$ cat src/logic/vcache_cfg.svh
`ifndef VCACHE_CFG_SVH
`define VCACHE_CFG_SVH

// cache request opcode
`define VCACHE_OPCODE_WIDTH 5

// profiler counters and snapshot
`define VCACHE_CTR_WIDTH 32
`define VCACHE_TAG_WIDTH 16
`define VCACHE_NUM_STATS 12
`define VCACHE_STAT_SEL_WIDTH 4

`endif
$ cat src/logic/vcache_stat_pkg.sv
`include "vcache_cfg.svh"

package vcache_stat_pkg;

  typedef logic [`VCACHE_CTR_WIDTH-1:0] vcache_ctr_t;
  typedef logic [`VCACHE_TAG_WIDTH-1:0] vcache_tag_t;
  typedef logic [`VCACHE_NUM_STATS-1:0] vcache_inc_t;

  // counter index, also the bit position in vcache_inc_t
  typedef enum logic [`VCACHE_STAT_SEL_WIDTH-1:0] {
    STAT_LD, STAT_ST, STAT_SIGEXT, STAT_TAG, STAT_FLUSH, STAT_ATOMIC,
    STAT_LD_MISS, STAT_ST_MISS, STAT_MISS_CYCLES, STAT_IDLE_CYCLES,
    STAT_DMA_READ, STAT_DMA_WRITE
  } vcache_stat_sel_e;

  typedef enum logic [3:0] {
    TR_IDLE    = 4'd0,
    TR_MISS_LD = 4'd1,
    TR_MISS_ST = 4'd2,
    TR_MISS    = 4'd3,
    TR_LD      = 4'd4,
    TR_ST      = 4'd5,
    TR_TAG     = 4'd6,
    TR_FLUSH   = 4'd7,
    TR_ATOMIC  = 4'd8,
    TR_OTHER   = 4'd9
  } vcache_trace_e;

endpackage

$ cat src/logic/vcache_op_pkg.sv
`include "vcache_cfg.svh"

package vcache_op_pkg;

  typedef logic [`VCACHE_OPCODE_WIDTH-1:0] vcache_opcode_t;

  // gaps in the opcode map are unused codes
  typedef enum logic [`VCACHE_OPCODE_WIDTH-1:0] {
    LB      = 5'b00000,
    LH      = 5'b00001,
    LW      = 5'b00010,
    LD      = 5'b00011,
    LBU     = 5'b00100,
    LHU     = 5'b00101,
    LWU     = 5'b00110,
    LDU     = 5'b00111,
    SB      = 5'b01000,
    SH      = 5'b01001,
    SW      = 5'b01010,
    SD      = 5'b01011,
    AMOSWAP = 5'b01100,
    AMOOR   = 5'b01101,
    TAGST   = 5'b10000,
    TAGFL   = 5'b10001,
    AFL     = 5'b11000,
    AINV    = 5'b11010
  } vcache_op_e;

  typedef enum logic [2:0] {
    CLASS_NONE   = 3'd0,
    CLASS_LD     = 3'd1,
    CLASS_ST     = 3'd2,
    CLASS_TAG    = 3'd3,
    CLASS_FLUSH  = 3'd4,
    CLASS_ATOMIC = 3'd5
  } vcache_op_class_e;

endpackage

$ cat src/logic/vcache_profiler_top.sv
module vcache_profiler_top
  import vcache_op_pkg::*, vcache_stat_pkg::*;
(
  input  logic             clk_i,
  input  logic             reset_i,
  input  logic             v_i,
  input  logic             yumi_i,
  input  logic             miss_v_i,
  input  vcache_opcode_t   opcode_i,
  input  logic             dma_v_i,
  input  logic             dma_yumi_i,
  input  logic             dma_write_not_read_i,
  input  logic             trace_en_i,
  input  logic             print_stat_v_i,
  input  vcache_tag_t      print_stat_tag_i,
  input  vcache_stat_sel_e stat_sel_i,
  output vcache_ctr_t      stat_data_o,
  output vcache_tag_t      stat_tag_o,
  output logic             trace_v_o,
  output vcache_trace_e    trace_code_o
);

  vcache_op_class_e op_class;
  logic             is_sigext;
  vcache_inc_t      inc;

  vcache_op_decode i_op_decode (
    .opcode_i    (opcode_i),
    .op_class_o  (op_class),
    .is_sigext_o (is_sigext)
  );

  vcache_event_gen i_event_gen (
    .clk_i                (clk_i),
    .reset_i              (reset_i),
    .v_i                  (v_i),
    .yumi_i               (yumi_i),
    .miss_v_i             (miss_v_i),
    .dma_v_i              (dma_v_i),
    .dma_yumi_i           (dma_yumi_i),
    .dma_write_not_read_i (dma_write_not_read_i),
    .trace_en_i           (trace_en_i),
    .op_class_i           (op_class),
    .is_sigext_i          (is_sigext),
    .inc_o                (inc),
    .trace_v_o            (trace_v_o),
    .trace_code_o         (trace_code_o)
  );

  vcache_stat_bank i_stat_bank (
    .clk_i            (clk_i),
    .reset_i          (reset_i),
    .inc_i            (inc),
    .print_stat_v_i   (print_stat_v_i),
    .print_stat_tag_i (print_stat_tag_i),
    .stat_sel_i       (stat_sel_i),
    .stat_data_o      (stat_data_o),
    .stat_tag_o       (stat_tag_o)
  );

endmodule

$ cat src/logic/vcache_stat_bank.sv
`include "vcache_cfg.svh"

module vcache_stat_bank
  import vcache_stat_pkg::*;
(
  input  logic             clk_i,
  input  logic             reset_i,
  input  vcache_inc_t      inc_i,
  input  logic             print_stat_v_i,
  input  vcache_tag_t      print_stat_tag_i,
  input  vcache_stat_sel_e stat_sel_i,
  output vcache_ctr_t      stat_data_o,
  output vcache_tag_t      stat_tag_o
);

  vcache_ctr_t ctr_q  [`VCACHE_NUM_STATS];
  vcache_ctr_t snap_q [`VCACHE_NUM_STATS];
  vcache_tag_t tag_q;

  // live counters, wrap on overflow
  always_ff @(posedge clk_i) begin
    if (reset_i) begin
      for (int i = 0; i < `VCACHE_NUM_STATS; i++) begin
        ctr_q[i] <= '0;
      end
    end else begin
      for (int i = 0; i < `VCACHE_NUM_STATS; i++) begin
        if (inc_i[i]) begin
          ctr_q[i] <= ctr_q[i] + vcache_ctr_t'(1);
        end
      end
    end
  end

  // snapshot takes the counts from before this cycle's events
  always_ff @(posedge clk_i) begin
    if (reset_i) begin
      for (int i = 0; i < `VCACHE_NUM_STATS; i++) begin
        snap_q[i] <= '0;
      end
      tag_q <= '0;
    end else if (print_stat_v_i) begin
      snap_q <= ctr_q;
      tag_q  <= print_stat_tag_i;
    end
  end

  // out-of-range select reads zero
  assign stat_data_o = (stat_sel_i < `VCACHE_NUM_STATS) ? snap_q[stat_sel_i] : '0;
  assign stat_tag_o  = tag_q;

endmodule

$ cat src/logic/vcache_event_gen.sv
module vcache_event_gen
  import vcache_op_pkg::*, vcache_stat_pkg::*;
(
  input  logic             clk_i,
  input  logic             reset_i,
  input  logic             v_i,
  input  logic             yumi_i,
  input  logic             miss_v_i,
  input  logic             dma_v_i,
  input  logic             dma_yumi_i,
  input  logic             dma_write_not_read_i,
  input  logic             trace_en_i,
  input  vcache_op_class_e op_class_i,
  input  logic             is_sigext_i,
  output vcache_inc_t      inc_o,
  output logic             trace_v_o,
  output vcache_trace_e    trace_code_o
);

  logic          accept;
  logic          dma_accept;
  logic          ld_miss;
  logic          st_miss;
  vcache_trace_e trace_next;

  assign accept     = v_i & yumi_i;
  assign dma_accept = dma_v_i & dma_yumi_i;

  // a miss retires when its response is taken while the handler is still busy
  assign ld_miss = accept & miss_v_i & (op_class_i == CLASS_LD);
  assign st_miss = accept & miss_v_i & (op_class_i == CLASS_ST);

  always_comb begin
    inc_o                   = '0;
    inc_o[STAT_LD]          = accept & (op_class_i == CLASS_LD);
    inc_o[STAT_ST]          = accept & (op_class_i == CLASS_ST);
    inc_o[STAT_SIGEXT]      = accept & is_sigext_i;
    inc_o[STAT_TAG]         = accept & (op_class_i == CLASS_TAG);
    inc_o[STAT_FLUSH]       = accept & (op_class_i == CLASS_FLUSH);
    inc_o[STAT_ATOMIC]      = accept & (op_class_i == CLASS_ATOMIC);
    inc_o[STAT_LD_MISS]     = ld_miss;
    inc_o[STAT_ST_MISS]     = st_miss;
    inc_o[STAT_MISS_CYCLES] = miss_v_i;
    inc_o[STAT_IDLE_CYCLES] = ~accept & ~miss_v_i;
    inc_o[STAT_DMA_READ]    = dma_accept & ~dma_write_not_read_i;
    inc_o[STAT_DMA_WRITE]   = dma_accept & dma_write_not_read_i;
  end

  // miss events first, then the retiring op class
  always_comb begin
    if (ld_miss) begin
      trace_next = TR_MISS_LD;
    end else if (st_miss) begin
      trace_next = TR_MISS_ST;
    end else if (miss_v_i) begin
      trace_next = TR_MISS;
    end else if (accept) begin
      case (op_class_i)
        CLASS_LD:     trace_next = TR_LD;
        CLASS_ST:     trace_next = TR_ST;
        CLASS_TAG:    trace_next = TR_TAG;
        CLASS_FLUSH:  trace_next = TR_FLUSH;
        CLASS_ATOMIC: trace_next = TR_ATOMIC;
        default:      trace_next = TR_OTHER;
      endcase
    end else begin
      trace_next = TR_IDLE;
    end
  end

  always_ff @(posedge clk_i) begin
    if (reset_i) begin
      trace_v_o    <= 1'b0;
      trace_code_o <= TR_IDLE;
    end else begin
      trace_v_o    <= trace_en_i;
      trace_code_o <= trace_next;
    end
  end

endmodule

$ cat src/logic/vcache_op_decode.sv
module vcache_op_decode
  import vcache_op_pkg::*;
(
  input  vcache_opcode_t   opcode_i,
  output vcache_op_class_e op_class_o,
  output logic             is_sigext_o
);

  always_comb begin
    case (opcode_i)
      LD, LDU, LW, LWU, LH, LHU, LB, LBU: begin
        op_class_o = CLASS_LD;
      end
      SD, SW, SH, SB: begin
        op_class_o = CLASS_ST;
      end
      TAGST, TAGFL: begin
        op_class_o = CLASS_TAG;
      end
      AFL, AINV: begin
        op_class_o = CLASS_FLUSH;
      end
      AMOSWAP, AMOOR: begin
        op_class_o = CLASS_ATOMIC;
      end
      default: begin
        op_class_o = CLASS_NONE;
      end
    endcase
  end

  // signed loads narrower than the data word
  always_comb begin
    case (opcode_i)
      LB, LH, LW: begin
        is_sigext_o = 1'b1;
      end
      default: begin
        is_sigext_o = 1'b0;
      end
    endcase
  end

endmodule

$ cat config.mk
export PLATFORM = sky130hd
export DESIGN_NAME = vcache_profiler_top
export DESIGN_NICKNAME = d
export VERILOG_FILES = /design/src/logic/vcache_stat_pkg.sv /design/src/logic/vcache_op_pkg.sv /design/src/logic/vcache_profiler_top.sv /design/src/logic/vcache_stat_bank.sv /design/src/logic/vcache_event_gen.sv /design/src/logic/vcache_op_decode.sv
export VERILOG_INCLUDE_DIRS = /design/src /design/src/logic
export SDC_FILE = /design/constraint.sdc
export NUM_CORES = 1
export LEC_CHECK = 0
export ABC_CLOCK_PERIOD_IN_PS = 3800
export BUFFER_PORTS_ARGS = -buffer_cell sky130_fd_sc_hd__buf_2
export CELL_PAD_IN_SITES_DETAIL_PLACEMENT = 1
export CELL_PAD_IN_SITES_GLOBAL_PLACEMENT = 1
export CORE_AREA = 2 2 259 261
export CTS_BUF_LIST = sky130_fd_sc_hd__clkbuf_8 sky130_fd_sc_hd__clkbuf_16
export CTS_CLUSTER_SIZE = 24
export DETAILED_ROUTE_END_ITERATION = 10
export DIE_AREA = 0 0 261 263
export GPL_TIMING_DRIVEN = 1
export PLACE_DENSITY = 0.92
export SLEW_MARGIN = 15
export SYNTH_ARGS = -nofsm -noshare
export SYNTH_HDL_FRONTEND = slang
export SYNTH_SLANG_ARGS = --single-unit
export TNS_END_PERCENT = 30
$ cat constraint.sdc
create_clock -name clk_i -period 3.8 [get_ports clk_i]
set_input_delay 0.19 -clock clk_i [delete_from_list [all_inputs] [get_ports clk_i]]
set_output_delay 0.19 -clock clk_i [all_outputs]
set_load 0.005 [all_outputs]
==> impl_metrics.yaml <==
routing:
  post_drt_via_cell_ratio: 6.34
  post_drt_wl_per_cell_um: 26.5
  dr.pass1.iters: 5
  drc: 0
  wl_mm: 120
  ant_nets: 0
  drt_iter0_drc: 2828
  vias: 28700
synth:
  syn_area_per_cell_um2: 9.55
  netlist_area_um2: 34500
  ys_types: 49
  synth_top_area_cell: "dfxtp_1"
  yosys_warnings: 0
  yosys_most_used_dff: "dfxtp_1"
  synth.area.top_cells: "dfxtp_1 (46%), mux2i_1 (13%), nor2_1 (8.3%), mux4_2 (6.3%), xnor2_1 (4.7%)"
  synth-seq-cells: 789
  yosys-top-cells-count: "dfxtp_1 (789), nor2_1 (763), mux2i_1 (439)"
  yosysMostFrequentCell: "dfxtp_1"
  synth_cells: 3610
  async_flop_share_pct: 0
  synth_top_area_share_pct: 45.8
  synthesis.nets: 3657
  synth_edf_count: 0
  seq_area_frac_synth_pct: 45.8
floorplan:
  die_area_um2: 68600
  rows: 94
  die_h_um: 263
  start_util_pct: 52.5
  ios: 88
  coreArea_um2: 65600
  die_x_um: 261
clock_tree:
  clock_sinks: 789
  clockBufferDepth: 3
  cts_max_level: 3
  insertion_delay_ps: 640
  cts_buffers: 82
  cts_root_buf: "clkbuf_16"
  tritoncts: "done"
  clk_pin_slew_ps: 60
  cts_setup_buffers: 0
job:
  max-cap-violations: 0
power_and_ir_drop:
  peakVddDrop_v: 0.000280
  leakagePower_nw: 14.4
  p_per_area_nw_per_um2: 447
global_route:
  grt_pass1_vias: 30800
  grt_util_all_layers_pct: 34.4
  grt_start_max_net_pins: 178
  antenna_found_initial: 7
  grt_pass1_wl_mm: 185
  overflow: 0
final_layout:
  final_area_um2: 38400
  layoutNonFillerInstCount: 4534
  num-nets-final: 3653
  drive_gt1_share_pct: 10.0
  fin_util_pct: 58.5
  syn2layout_area_growth_pct: 11.3
critical_path:
  cp_data_required_time_ps: 4380
  worst-path-buf-inv: 0
  critPathMaxFanout: 7
  path_cells: "ha_1, nand4b_1, nor4_2, nand2_1, or3_1, a21oi_1"
  crit_type: "flip-flop to flip-flop"
  cp_slowest_cell: "nor4_2"
  path_delay_family: "simple AND/OR/NAND/NOR gates"
  max_stage_delay_ps: 1060
  startpoint_type: "flip-flop"
  cp.arrival_ps: 3500
  endpoint_kind: "flip-flop"
sta:
  setup_violations: 0
  drv_slew: 0
  final-hold-violation-count: 0
  final.setup.tns_ps: 0
  post-route-period-util_pct: 77.1
  skew_ps: 28.5
  max-slew-margin-rel_pct: 17.1
  worstMarginPinSlew_ps: 1230
  rsz0062_at_grt: "no"
  min_period_ps: 2930
  fmax_mhz: 341
place:
  place.gp.congestion: 0.837
  hpwlAfterDp_mm: 74.1
  place_area_um2: 35500
  dp_cells: 4368
  io_buffers: 87
run_status:
  status: "finished, final reports clean"
hold_path:
  hold_path_class: "primary input to flip-flop"
flip-flops by register name, summed over array words and instances (netlist names):
name	count
i_stat_bank.stat_tag_o	16
i_event_gen.trace_code_o	4
i_stat_bank.snap_q	384
i_event_gen.trace_v_o	1
i_stat_bank.ctr_q	384
worst paths after layout:
| kind | to | cells past startpoint | from | slack [ps] |
|---|---|---|---|---|
| worst max-delay path | i_stat_bank.ctr_q[190] | 6 | i_stat_bank.ctr_q[161] | 870 |
| worst min-delay path | i_stat_bank.ctr_q[41] | 2 | reset_i | 20 |
| worst max register to register | i_stat_bank.ctr_q[190] | 6 | i_stat_bank.ctr_q[161] | 870 |
| worst min register to register | i_stat_bank.snap_q[233] | 2 | i_stat_bank.snap_q[233] | 490 |
placed cells by master, fill, tap and decap left out, drive strengths merged, types with 32 or more instances in the layout:
cell and instances:
nor2 763, clkbuf 103, nand4 116, nand3 119
nand2 127, inv 106, mux2i 439, or3 60
nor3 88, xnor2 184, and3 32, a21oi 64
mux4 96, o22ai 33, buf 117, and4 50
dfxtp 789, o21ai 57, nor4 71, xor2 131
stage by stage:
| stage | setup WS, ps | hold WS, ps | total power [mW] |
|---|---|---|---|
| after floorplan | 1830 | 318 | 8.95 |
| after global placement | 1390 | 406 | 9.10 |
| after detailed placement | 1190 | 416 | 9.11 |
| after CTS | 1020 | 8.05 | 17.2 |
| after global routing | 894 | 58.8 | 17.5 |
| final | 871 | 23.9 | 17.1 |
layer usage:
layer | part of all wire, % | up-vias | wire length, um | global-route usage (%)
met5 | 0.036 | - | 43 | 0
met4 | 5.3 | 8 | 6340 | 17.6
met3 | 8.3 | 406 | 9960 | 7.71
met2 | 48 | 1332 | 57800 | 57.5
met1 | 38 | 14500 | 45800 | 41.4
li1 | - | 12500 | - | -
report_power, final:
group | leakage (nW) | total [mW] | switching [mW] | internal, mW
sequential | 6.36 | 8.31 | 0.0229 | 8.29
combinational | 6.62 | 0.649 | 0.423 | 0.226
clock | 1.39 | 8.17 | 3.53 | 4.64
total | 14.4 | 17.1 | 3.98 | 13.2
layout make-up:
| type | count | area, um2 |
|---|---|---|
| antenna | 6 | 15.0 |
| clock buffer | 103 | 2360 |
| clock inverter | 39 | 289 |
| fill | 7165 | 27300 |
| inverter | 86 | 323 |
| multi-input combinational | 2512 | 17500 |
| sequential | 789 | 15800 |
| tap | 864 | 1080 |
| timing repair buffer | 135 | 997 |
logic make-up (layout without fill, tap and decap cells):
family	Yosys count	after routing	share of synthesized area, %
AND/OR/NAND/NOR	1489	1489	20.7
flip-flops	789	789	45.8
multiplexers	536	536	19.0
XOR/XNOR	315	315	8.00
buffers and inverters	309	363	3.44
AO/OA/AOI/OAI	160	160	2.53
adder cells (fa/ha/maj)	12	12	0.435
other	0	6	0
repair_timing:
action                                  CTS  global route
endpoints found under the setup margin    0             0
endpoints found under the hold margin    19             0
hold buffers                             18             0
resized for setup                         0             0
No activity file was read; power rests on OpenSTA's default activity.
